`src/include/dda_config.svh`:
```
`ifndef DDA_CONFIG_SVH
`define DDA_CONFIG_SVH

// Move ring geometry
`define MOVE_SLOTS 4      // Slots in the move ring
`define MOVE_IDX_BITS 2   // Slot index width, log2 of MOVE_SLOTS

// DDA datapath widths
`define DDA_WIDTH 64      // Duration, increment and accumulator
`define DIV_WIDTH 8       // Tick clock divisor

// Subtracted from the sub-step accumulator on every step
// Largest positive 64-bit signed value minus 100
`define STEP_ROLLBACK 64'sh7FFF_FFFF_FFFF_FF9B

`endif

```
`src/source/dda_pkg.sv`:
```
`default_nettype none

`include "dda_config.svh"

package dda_pkg;

  // One queued move as written by the host
  typedef struct packed {
    logic [`DDA_WIDTH-1:0]        duration;         // Ticks minus one
    logic signed [`DDA_WIDTH-1:0] increment;        // Starting step increment
    logic signed [`DDA_WIDTH-1:0] increment_delta;  // Added to increment per tick
    logic [`DIV_WIDTH-1:0]        divisor;          // Cycles per tick minus one
  } move_t;

  // One toggle flag per ring slot
  typedef logic [`MOVE_SLOTS-1:0] slot_flags_t;

  // Ring slot index, wraps naturally
  typedef logic [`MOVE_IDX_BITS-1:0] slot_idx_t;

endpackage

`default_nettype wire

```
`src/source/move_ring_if.sv`:
```
`default_nettype none
`timescale 1ns/1ps

// Move ring between writer, slot store and DDA timer
interface move_ring_if #(
  parameter type entry_t = dda_pkg::move_t
);

  // Write side
  logic                  wr_en;
  dda_pkg::slot_idx_t    wr_idx;
  entry_t                wr_entry;

  // Read side
  dda_pkg::slot_idx_t    rd_idx;
  entry_t                rd_entry;   // Async read of slot rd_idx

  // Toggle flags, slot pending when they differ
  dda_pkg::slot_flags_t  ready_flags;     // Owned by writer
  dda_pkg::slot_flags_t  finished_flags;  // Owned by timer

  modport writer (
    output wr_en, wr_idx, wr_entry, ready_flags,
    input  finished_flags
  );

  modport store (
    input  wr_en, wr_idx, wr_entry, rd_idx,
    output rd_entry
  );

  modport dda (
    output rd_idx, finished_flags,
    input  rd_entry, ready_flags
  );

endinterface

`default_nettype wire

```
`src/source/dda_timer.sv`:
```
`default_nettype none
`timescale 1ns/1ps

`include "dda_config.svh"

module dda_timer (
  input  logic        CLK,
  input  logic        resetn,
  input  logic        halt,       // Active low, drops pending moves
  move_ring_if.dda    ring,
  output logic        step,       // Accumulator positive
  output logic        busy,       // Loading or executing
  output logic        move_done   // Toggles per finished move
);

  // Control state
  logic                         idle_q;       // No move loaded
  logic [`DIV_WIDTH-1:0]        tick_cnt_q;   // Divider countdown
  dda_pkg::slot_idx_t           rd_idx_q;     // Slot being consumed
  dda_pkg::slot_flags_t         fin_q;        // Finished toggle per slot
  logic [1:0]                   idle_dly_q;   // Idle history for move_done
  logic                         move_done_q;
  logic signed [`DDA_WIDTH-1:0] accum_q;      // Sub-step accumulator

  // Loaded move payload
  logic [`DDA_WIDTH-1:0]        remain_q;     // Ticks left after this one
  logic signed [`DDA_WIDTH-1:0] incr_q;       // Current step increment
  logic [`DIV_WIDTH-1:0]        divisor_q;

  dda_pkg::slot_flags_t         pending;
  logic [`MOVE_IDX_BITS:0]      pend_cnt;     // Pending slots, 0..MOVE_SLOTS
  logic                         slot_pending;
  logic                         loading;
  logic                         executing;
  logic                         load_go;
  logic                         tick;
  logic signed [`DDA_WIDTH-1:0] rollback;

  assign pending      = ring.ready_flags ^ fin_q;
  assign slot_pending = pending[rd_idx_q];
  assign loading      = idle_q & slot_pending;
  assign executing    = ~idle_q & slot_pending;

  // Halt wins over both load and execute
  assign load_go = loading & halt;
  assign tick    = executing & halt & (tick_cnt_q == '0);

  // Step and its rollback
  assign step     = (accum_q > 0);
  assign rollback = step ? `STEP_ROLLBACK : '0;

  // Pending count, distance from rd_idx to the writer's index
  always_comb begin
    pend_cnt = '0;
    for (int k = 0; k < `MOVE_SLOTS; k++) begin
      pend_cnt = pend_cnt + pending[k];
    end
  end

  always_ff @(posedge CLK) begin
    if (resetn) begin
      idle_q     <= 1'b1;
      tick_cnt_q <= `DIV_WIDTH'(1);
      rd_idx_q   <= '0;
      fin_q      <= '0;
    end else if (!halt) begin
      // Drop every pending move and catch up with the writer
      fin_q    <= ring.ready_flags;
      rd_idx_q <= rd_idx_q + pend_cnt[`MOVE_IDX_BITS-1:0];  // Full ring wraps to same
      idle_q   <= 1'b1;
    end else if (loading) begin
      tick_cnt_q <= `DIV_WIDTH'(1);  // First tick two cycles in
      idle_q     <= 1'b0;
    end else if (executing) begin
      if (tick_cnt_q != '0) begin
        tick_cnt_q <= tick_cnt_q - 1'b1;
      end else begin
        tick_cnt_q <= divisor_q;  // Next tick in divisor+1 cycles
        if (remain_q == '0) begin
          // Last tick, retire the slot
          fin_q[rd_idx_q] <= ~fin_q[rd_idx_q];
          rd_idx_q        <= rd_idx_q + 1'b1;
          idle_q          <= 1'b1;
        end
      end
    end
  end

  // Payload registers, loaded or stepped only
  always_ff @(posedge CLK) begin
    if (load_go) begin
      remain_q  <= ring.rd_entry.duration;
      incr_q    <= ring.rd_entry.increment;
      divisor_q <= ring.rd_entry.divisor;
    end else if (tick) begin
      remain_q <= remain_q - 1'b1;                      // Unused once zero
      incr_q   <= incr_q + ring.rd_entry.increment_delta;  // Slot stays put while running
    end
  end

  // Tick add and step rollback land in the same cycle
  always_ff @(posedge CLK) begin
    if (resetn) begin
      accum_q <= '0;
    end else if (tick) begin
      accum_q <= accum_q + incr_q - rollback;
    end else begin
      accum_q <= accum_q - rollback;  // Also while idle or halted
    end
  end

  // move_done flips two cycles after idle rises
  always_ff @(posedge CLK) begin
    if (resetn) begin
      idle_dly_q  <= 2'b11;  // Idle out of reset is no completion
      move_done_q <= 1'b0;
    end else begin
      idle_dly_q <= {idle_dly_q[0], idle_q};
      if (idle_dly_q == 2'b01) begin
        move_done_q <= ~move_done_q;
      end
    end
  end

  assign busy                = loading | executing;
  assign move_done           = move_done_q;
  assign ring.rd_idx         = rd_idx_q;
  assign ring.finished_flags = fin_q;

endmodule

`default_nettype wire

```
`src/source/motion_axis.sv`:
```
`default_nettype none
`timescale 1ns/1ps

`include "dda_config.svh"

// One stepper axis, host moves in, step pulses out
module motion_axis (
  input  logic                         CLK,
  input  logic                         resetn,
  input  logic                         move_wr,
  input  logic [`DDA_WIDTH-1:0]        move_duration,
  input  logic signed [`DDA_WIDTH-1:0] move_increment,
  input  logic signed [`DDA_WIDTH-1:0] move_increment_delta,
  input  logic [`DIV_WIDTH-1:0]        move_divisor,
  input  logic                         halt,          // Active low
  output logic                         buffer_full,
  output logic                         step,
  output logic                         move_done,
  output logic                         busy
);

  dda_pkg::move_t move_in;

  // Host fields into one move record
  assign move_in = '{
    duration:        move_duration,
    increment:       move_increment,
    increment_delta: move_increment_delta,
    divisor:         move_divisor
  };

  move_ring_if #(.entry_t(dda_pkg::move_t)) ring ();

  move_writer i_writer (
    .CLK         (CLK),
    .resetn      (resetn),
    .move_wr     (move_wr),
    .move_in     (move_in),
    .buffer_full (buffer_full),
    .ring        (ring.writer)
  );

  move_buffer #(
    .entry_t (dda_pkg::move_t),
    .SLOTS   (`MOVE_SLOTS)
  ) i_buffer (
    .CLK  (CLK),
    .ring (ring.store)
  );

  dda_timer i_timer (
    .CLK       (CLK),
    .resetn    (resetn),
    .halt      (halt),
    .ring      (ring.dda),
    .step      (step),
    .busy      (busy),
    .move_done (move_done)
  );

endmodule

`default_nettype wire

```
`src/source/move_buffer.sv`:
```
`default_nettype none
`timescale 1ns/1ps

`include "dda_config.svh"

// Ring slot storage, any payload type and depth
module move_buffer #(
  parameter type entry_t = dda_pkg::move_t,
  parameter int  SLOTS   = `MOVE_SLOTS
) (
  input  logic         CLK,
  move_ring_if.store   ring
);

  entry_t slots_q [SLOTS];  // Payload only, no reset

  // Single write port from the move writer
  always_ff @(posedge CLK) begin
    if (ring.wr_en) begin
      slots_q[ring.wr_idx] <= ring.wr_entry;
    end
  end

  // Async read so the timer loads within one cycle
  assign ring.rd_entry = slots_q[ring.rd_idx];

endmodule

`default_nettype wire

```
`src/source/move_writer.sv`:
```
`default_nettype none
`timescale 1ns/1ps

module move_writer (
  input  logic            CLK,
  input  logic            resetn,
  input  logic            move_wr,      // Host strobe, one move per pulse
  input  dda_pkg::move_t  move_in,
  output logic            buffer_full,  // Advisory, all slots pending
  move_ring_if.writer     ring
);

  dda_pkg::slot_idx_t    wr_idx_q;   // Next slot to fill
  dda_pkg::slot_flags_t  ready_q;    // Ready toggle per slot
  dda_pkg::slot_flags_t  pending;

  // Slot holds a move until the timer flips its finished flag
  assign pending     = ready_q ^ ring.finished_flags;
  assign buffer_full = &pending;

  // Write port, slot written on the same edge the flag toggles
  assign ring.wr_en       = move_wr;
  assign ring.wr_idx      = wr_idx_q;
  assign ring.wr_entry    = move_in;
  assign ring.ready_flags = ready_q;

  always_ff @(posedge CLK) begin
    if (resetn) begin
      wr_idx_q <= '0;
      ready_q  <= '0;
    end else if (move_wr) begin
      // No full check here, host honours buffer_full
      ready_q[wr_idx_q] <= ~ready_q[wr_idx_q];  // Mark slot ready
      wr_idx_q          <= wr_idx_q + 1'b1;     // Wraps at ring size
    end
  end

endmodule

`default_nettype wire
```
`config.mk`:
```
export PLATFORM = sky130hd
export DESIGN_NAME = motion_axis
export DESIGN_NICKNAME = d
export VERILOG_FILES = /design/src/source/dda_pkg.sv /design/src/source/move_ring_if.sv /design/src/source/dda_timer.sv /design/src/source/motion_axis.sv /design/src/source/move_buffer.sv /design/src/source/move_writer.sv
export VERILOG_INCLUDE_DIRS = /design/src /design/src/include
export SDC_FILE = /design/constraint.sdc
export NUM_CORES = 2
export LEC_CHECK = 0
export ABC_AREA = 1
export ABC_CLOCK_PERIOD_IN_PS = 13000
export BUFFER_PORTS_ARGS = -buffer_cell sky130_fd_sc_hd__buf_2
export CAP_MARGIN = 40
export CORE_MARGIN = 8
export CORE_UTILIZATION = 57
export DETAILED_ROUTE_END_ITERATION = 8
export PLACE_DENSITY_LB_ADDON = 0.3
export SLEW_MARGIN = 5
export SYNTH_ARGS = -nofsm -noshare
export SYNTH_HDL_FRONTEND = slang
export SYNTH_SLANG_ARGS = --single-unit
export TNS_END_PERCENT = 100
```
`constraint.sdc`:
```
create_clock -name CLK -period 13 [get_ports CLK]
set_input_delay 3.25 -clock CLK [delete_from_list [all_inputs] [get_ports CLK]]
set_output_delay 3.25 -clock CLK [all_outputs]
set_load 0.01 [all_outputs]
```
==> results.json <==
{
  "first_pass_iters": 6,
  "power.internal_mw": 7.47,
  "ioPinCount": 208,
  "outcome": "complete, no violations",
  "cts_sinks": 1026,
  "setup_tns_ns": 0,
  "gp_congestion": 1.08,
  "crit_type": "reg2out",
  "crit_path_max_incr_delay_ns": 0.57,
  "layout-drive-gt1-share": 0.0644,
  "start_util": 0.576,
  "clk_pin_slew_ns": 0.06,
  "postCtsSetupBuffers": 0,
  "synthFlopType": "edfxtp_1",
  "hold_path_startpoint": "i_timer.idle_dly_q[0]",
  "core_mm2": 0.102,
  "wl_per_cell_um": 19.2,
  "yosysWarningCount": 0,
  "setup_viol_count_final": 0,
  "p_clk_frac": 0.229,
  "dp_hpwl_mm": 123,
  "synth-compound-area-share": 0.0962,
  "dr_total_vias": 48400,
  "setup.worst_path.start": "i_timer.accum_q[1]",
  "synth_area_mm2": 0.0587,
  "avgSynthCellArea_um2": 8.32,
  "cts_tree": "built",
  "htreeDepth": 3,
  "yosys-mux-area-fraction": 0,
  "required_ns": 9.75,
  "cts_resized": 0,
  "period_share": 0.450,
  "report.power.total_mw": 13.0,
  "rsz0062_at_grt": "no",
  "cpMaxStageDelayCell": "nor4_1",
  "ys_ff_latch": 1026,
  "grt_usage": 0.288,
  "arrival_ns": 2.61,
  "portBuffers": 207,
  "synth-async-reset-ratio": 0,
  "utilization": 0.634,
  "ys_seq_area_frac": 0.509,
  "ctsHoldBuffers": 0,
  "synth_xor_area_frac": 0.0192,
  "r2r-start": "i_timer.accum_q[5]",
  "hold_class": "reg2reg",
  "drtIter0Drc": 5162,
  "postLayoutSetupSlackWorst_ns": 7.14,
  "die_area_mm2": 0.114,
  "cts_max_path_buffers": 3,
  "fp.dieW_um": 337,
  "ant_nets": 0,
  "synth_cell_types": 52,
  "die_y_um": 337,
  "worstSetupStartpointType": "register",
  "grt_pass1_vias": 45300,
  "grt_pass1_wl_mm": 255,
  "synth_edf_count": 936,
  "synth_simple_gate_area_share": 0.227,
  "finalHoldWorstSlack_ns": 0.476,
  "drcViolationCount": 0,
  "power_frac_seq": 0.317,
  "worstMarginPinSlew_ns": 0.960,
  "max_slew_margin": 0.360,
  "crit_fanout": 23,
  "hold_viol": 0,
  "clockRootBuffer": "clkbuf_16",
  "areaGrowthSynthToFinish_pct": 10.1,
  "synth_fp_nets": 7533,
  "pwr-share-comb": 0.455,
  "drv_cap": 0,
  "synthAdderAreaFrac": 0.0648,
  "syn_inst": 7063,
  "clkLatencyLatePin_ns": 0.70,
  "max_freq_mhz": 171,
  "crit_chain": "nor4_1 > nand4_1 > nor2_1 > a21oi_4 > buf_4 > buf_2",
  "leakage_nw": 28.3,
  "end_kind": "primary output",
  "cts_buffers": 101,
  "synth_top_family_by_area": "simple AND/OR/NAND/NOR gates",
  "vdd_drop_max_v": 0.000165,
  "fin_nets": 7693,
  "grt_overflow": 0,
  "p_sw_mw": 5.54,
  "post_drt_via_cell_ratio": 5.57,
  "powerDensity_mw_per_mm2": 201,
  "pre_cts_ws_ns": 6.79,
  "rows": 117,
  "finalClockSkew_ns": 0.0383,
  "wirelength_mm": 167,
  "period_needed_ns": 5.86,
  "slew_viol_final": 0,
  "switching_share": 0.426,
  "antenna_found_initial": 24,
  "grt_max_degree": 204
}
[layout make-up]
class	instances	area (um2)
Fill cell	8694	37400
Sequential cell	1026	29900
Multi-Input combinational cell	4746	23900
Inverter	1106	4210
Clock buffer	111	2560
Tap cell	1368	1710
Timing Repair Buffer	242	1490
Clock inverter	79	816
Antenna cell	20	50.0
[critical path: cells and delay by family (launching register included)]
kind,cells,cell delay (ns)
flip-flops,1,0.35
buffers and inverters,2,0.54
AO/OA/AOI/OAI,1,0.07
AND/OR/NAND/NOR,3,0.95
[cell usage after synthesis (28+ instances only)]
cell type	n	share of area
xor2_1	101	0.015
dfxtp_1	90	0.031
clkbuf_1	138	0.0088
or2_2	37	0.0039
nand3_1	270	0.023
ha_1	202	0.043
nand4_1	57	0.0061
a21oi_1	266	0.023
nor3_1	46	0.0039
buf_2	30	0.0026
inv_1	1101	0.070
nand2_1	1878	0.12
fa_1	64	0.022
o22ai_1	184	0.020
nand3b_1	29	0.0037
xnor2_1	28	0.0042
o21ai_0	526	0.045
edfxtp_1	936	0.48
nor2_1	940	0.060
[path summary, 6_finish.rpt]
| path | endpoint | slack [ns] | cells after the start |
|---|---|---|---|
| setup / recovery | step | 7.14 | 6 |
| hold / removal | i_timer.idle_dly_q[1] | 0.48 | 1 |
| setup reg to reg | i_timer.accum_q[60] | 7.75 | 25 |
| hold reg to reg | i_timer.idle_dly_q[1] | 0.48 | 1 |
[registers in the layout (all words and copies together) (netlist names), named ones only]
name	count
i_writer.ring.wr_idx	2
i_writer.ring.ready_flags	4
i_timer.idle_q	1
i_timer.ring.rd_idx	2
i_timer.accum_q	64
i_timer.move_done	1
i_timer.idle_dly_q	2
i_timer.ring.finished_flags	4
i_buffer.slots_q	800
i_timer.tick_cnt_q	8
i_timer.incr_q	64
i_timer.remain_q	64
i_timer.divisor_q	8
[metal layers]
layer	track usage	up-vias	wire [um]
met5	0	-	59
met4	0.0935	10	5760
met3	0.0355	325	13500
met2	0.467	1907	77000
met1	0.403	22700	71100
li1	-	23500	-
[cells in the final DEF (no fill, tap or decap), types with 4 or more instances in the layout]
cell type  instances
nand3b_1          29
nand3_1          270
o22ai_1          184
nor2_4             6
clkinv_2          20
a21o_1             6
nand2_4            4
diode_2           20
clkbuf_1          10
nor4_1            22
edfxtp_1         936
inv_8              5
a21oi_1          265
dfxtp_1           88
clkinv_4           8
clkinv_1          25
nand2_1         1876
or2_2             37
buf_16             7
clkbuf_16        101
xor2_1           101
and2_1             4
o21ai_0          526
nor2_1           940
o21bai_1          17
inv_6              9
buf_12             4
buf_2            208
nor3_1            46
xnor2_1           28
fa_1              64
ha_1             202
o211ai_1           5
inv_1           1094
a31oi_1           24
bufinv_16         12
buf_4             23
nand4_1           57
[power groups by stage]
stage          sequential [mW]  combinational (mW)  clock (mW)
2_1_floorplan             4.08                4.21           0
3_3_place_gp              4.17                5.66           0
3_5_place_dp              4.17                5.77           0
4_1_cts                   4.11                5.81        3.00
5_1_grt                   4.13                6.63        3.13
6_report                  4.12                5.91        2.97
[metrics by stage]
step / area (um2) / cells
after CTS: 64600 / 8678
final: 64700 / 8698
after floorplan: 58700 / 7063
after global routing: 64600 / 8683
after global placement: 61000 / 8479
after detailed placement: 61200 / 8488
[kinds of logic (layout without fill, tap and decap cells)]
logic type               Yosys count  in the layout
buffers and inverters           1291           1538
AND/OR/NAND/NOR                 3302           3302
flip-flops                      1026           1026
adder cells (fa/ha/maj)          266            266
other                              0             20
AO/OA/AOI/OAI                   1049           1049
XOR/XNOR                         129            129
Power figures use the tool's default switching activity.
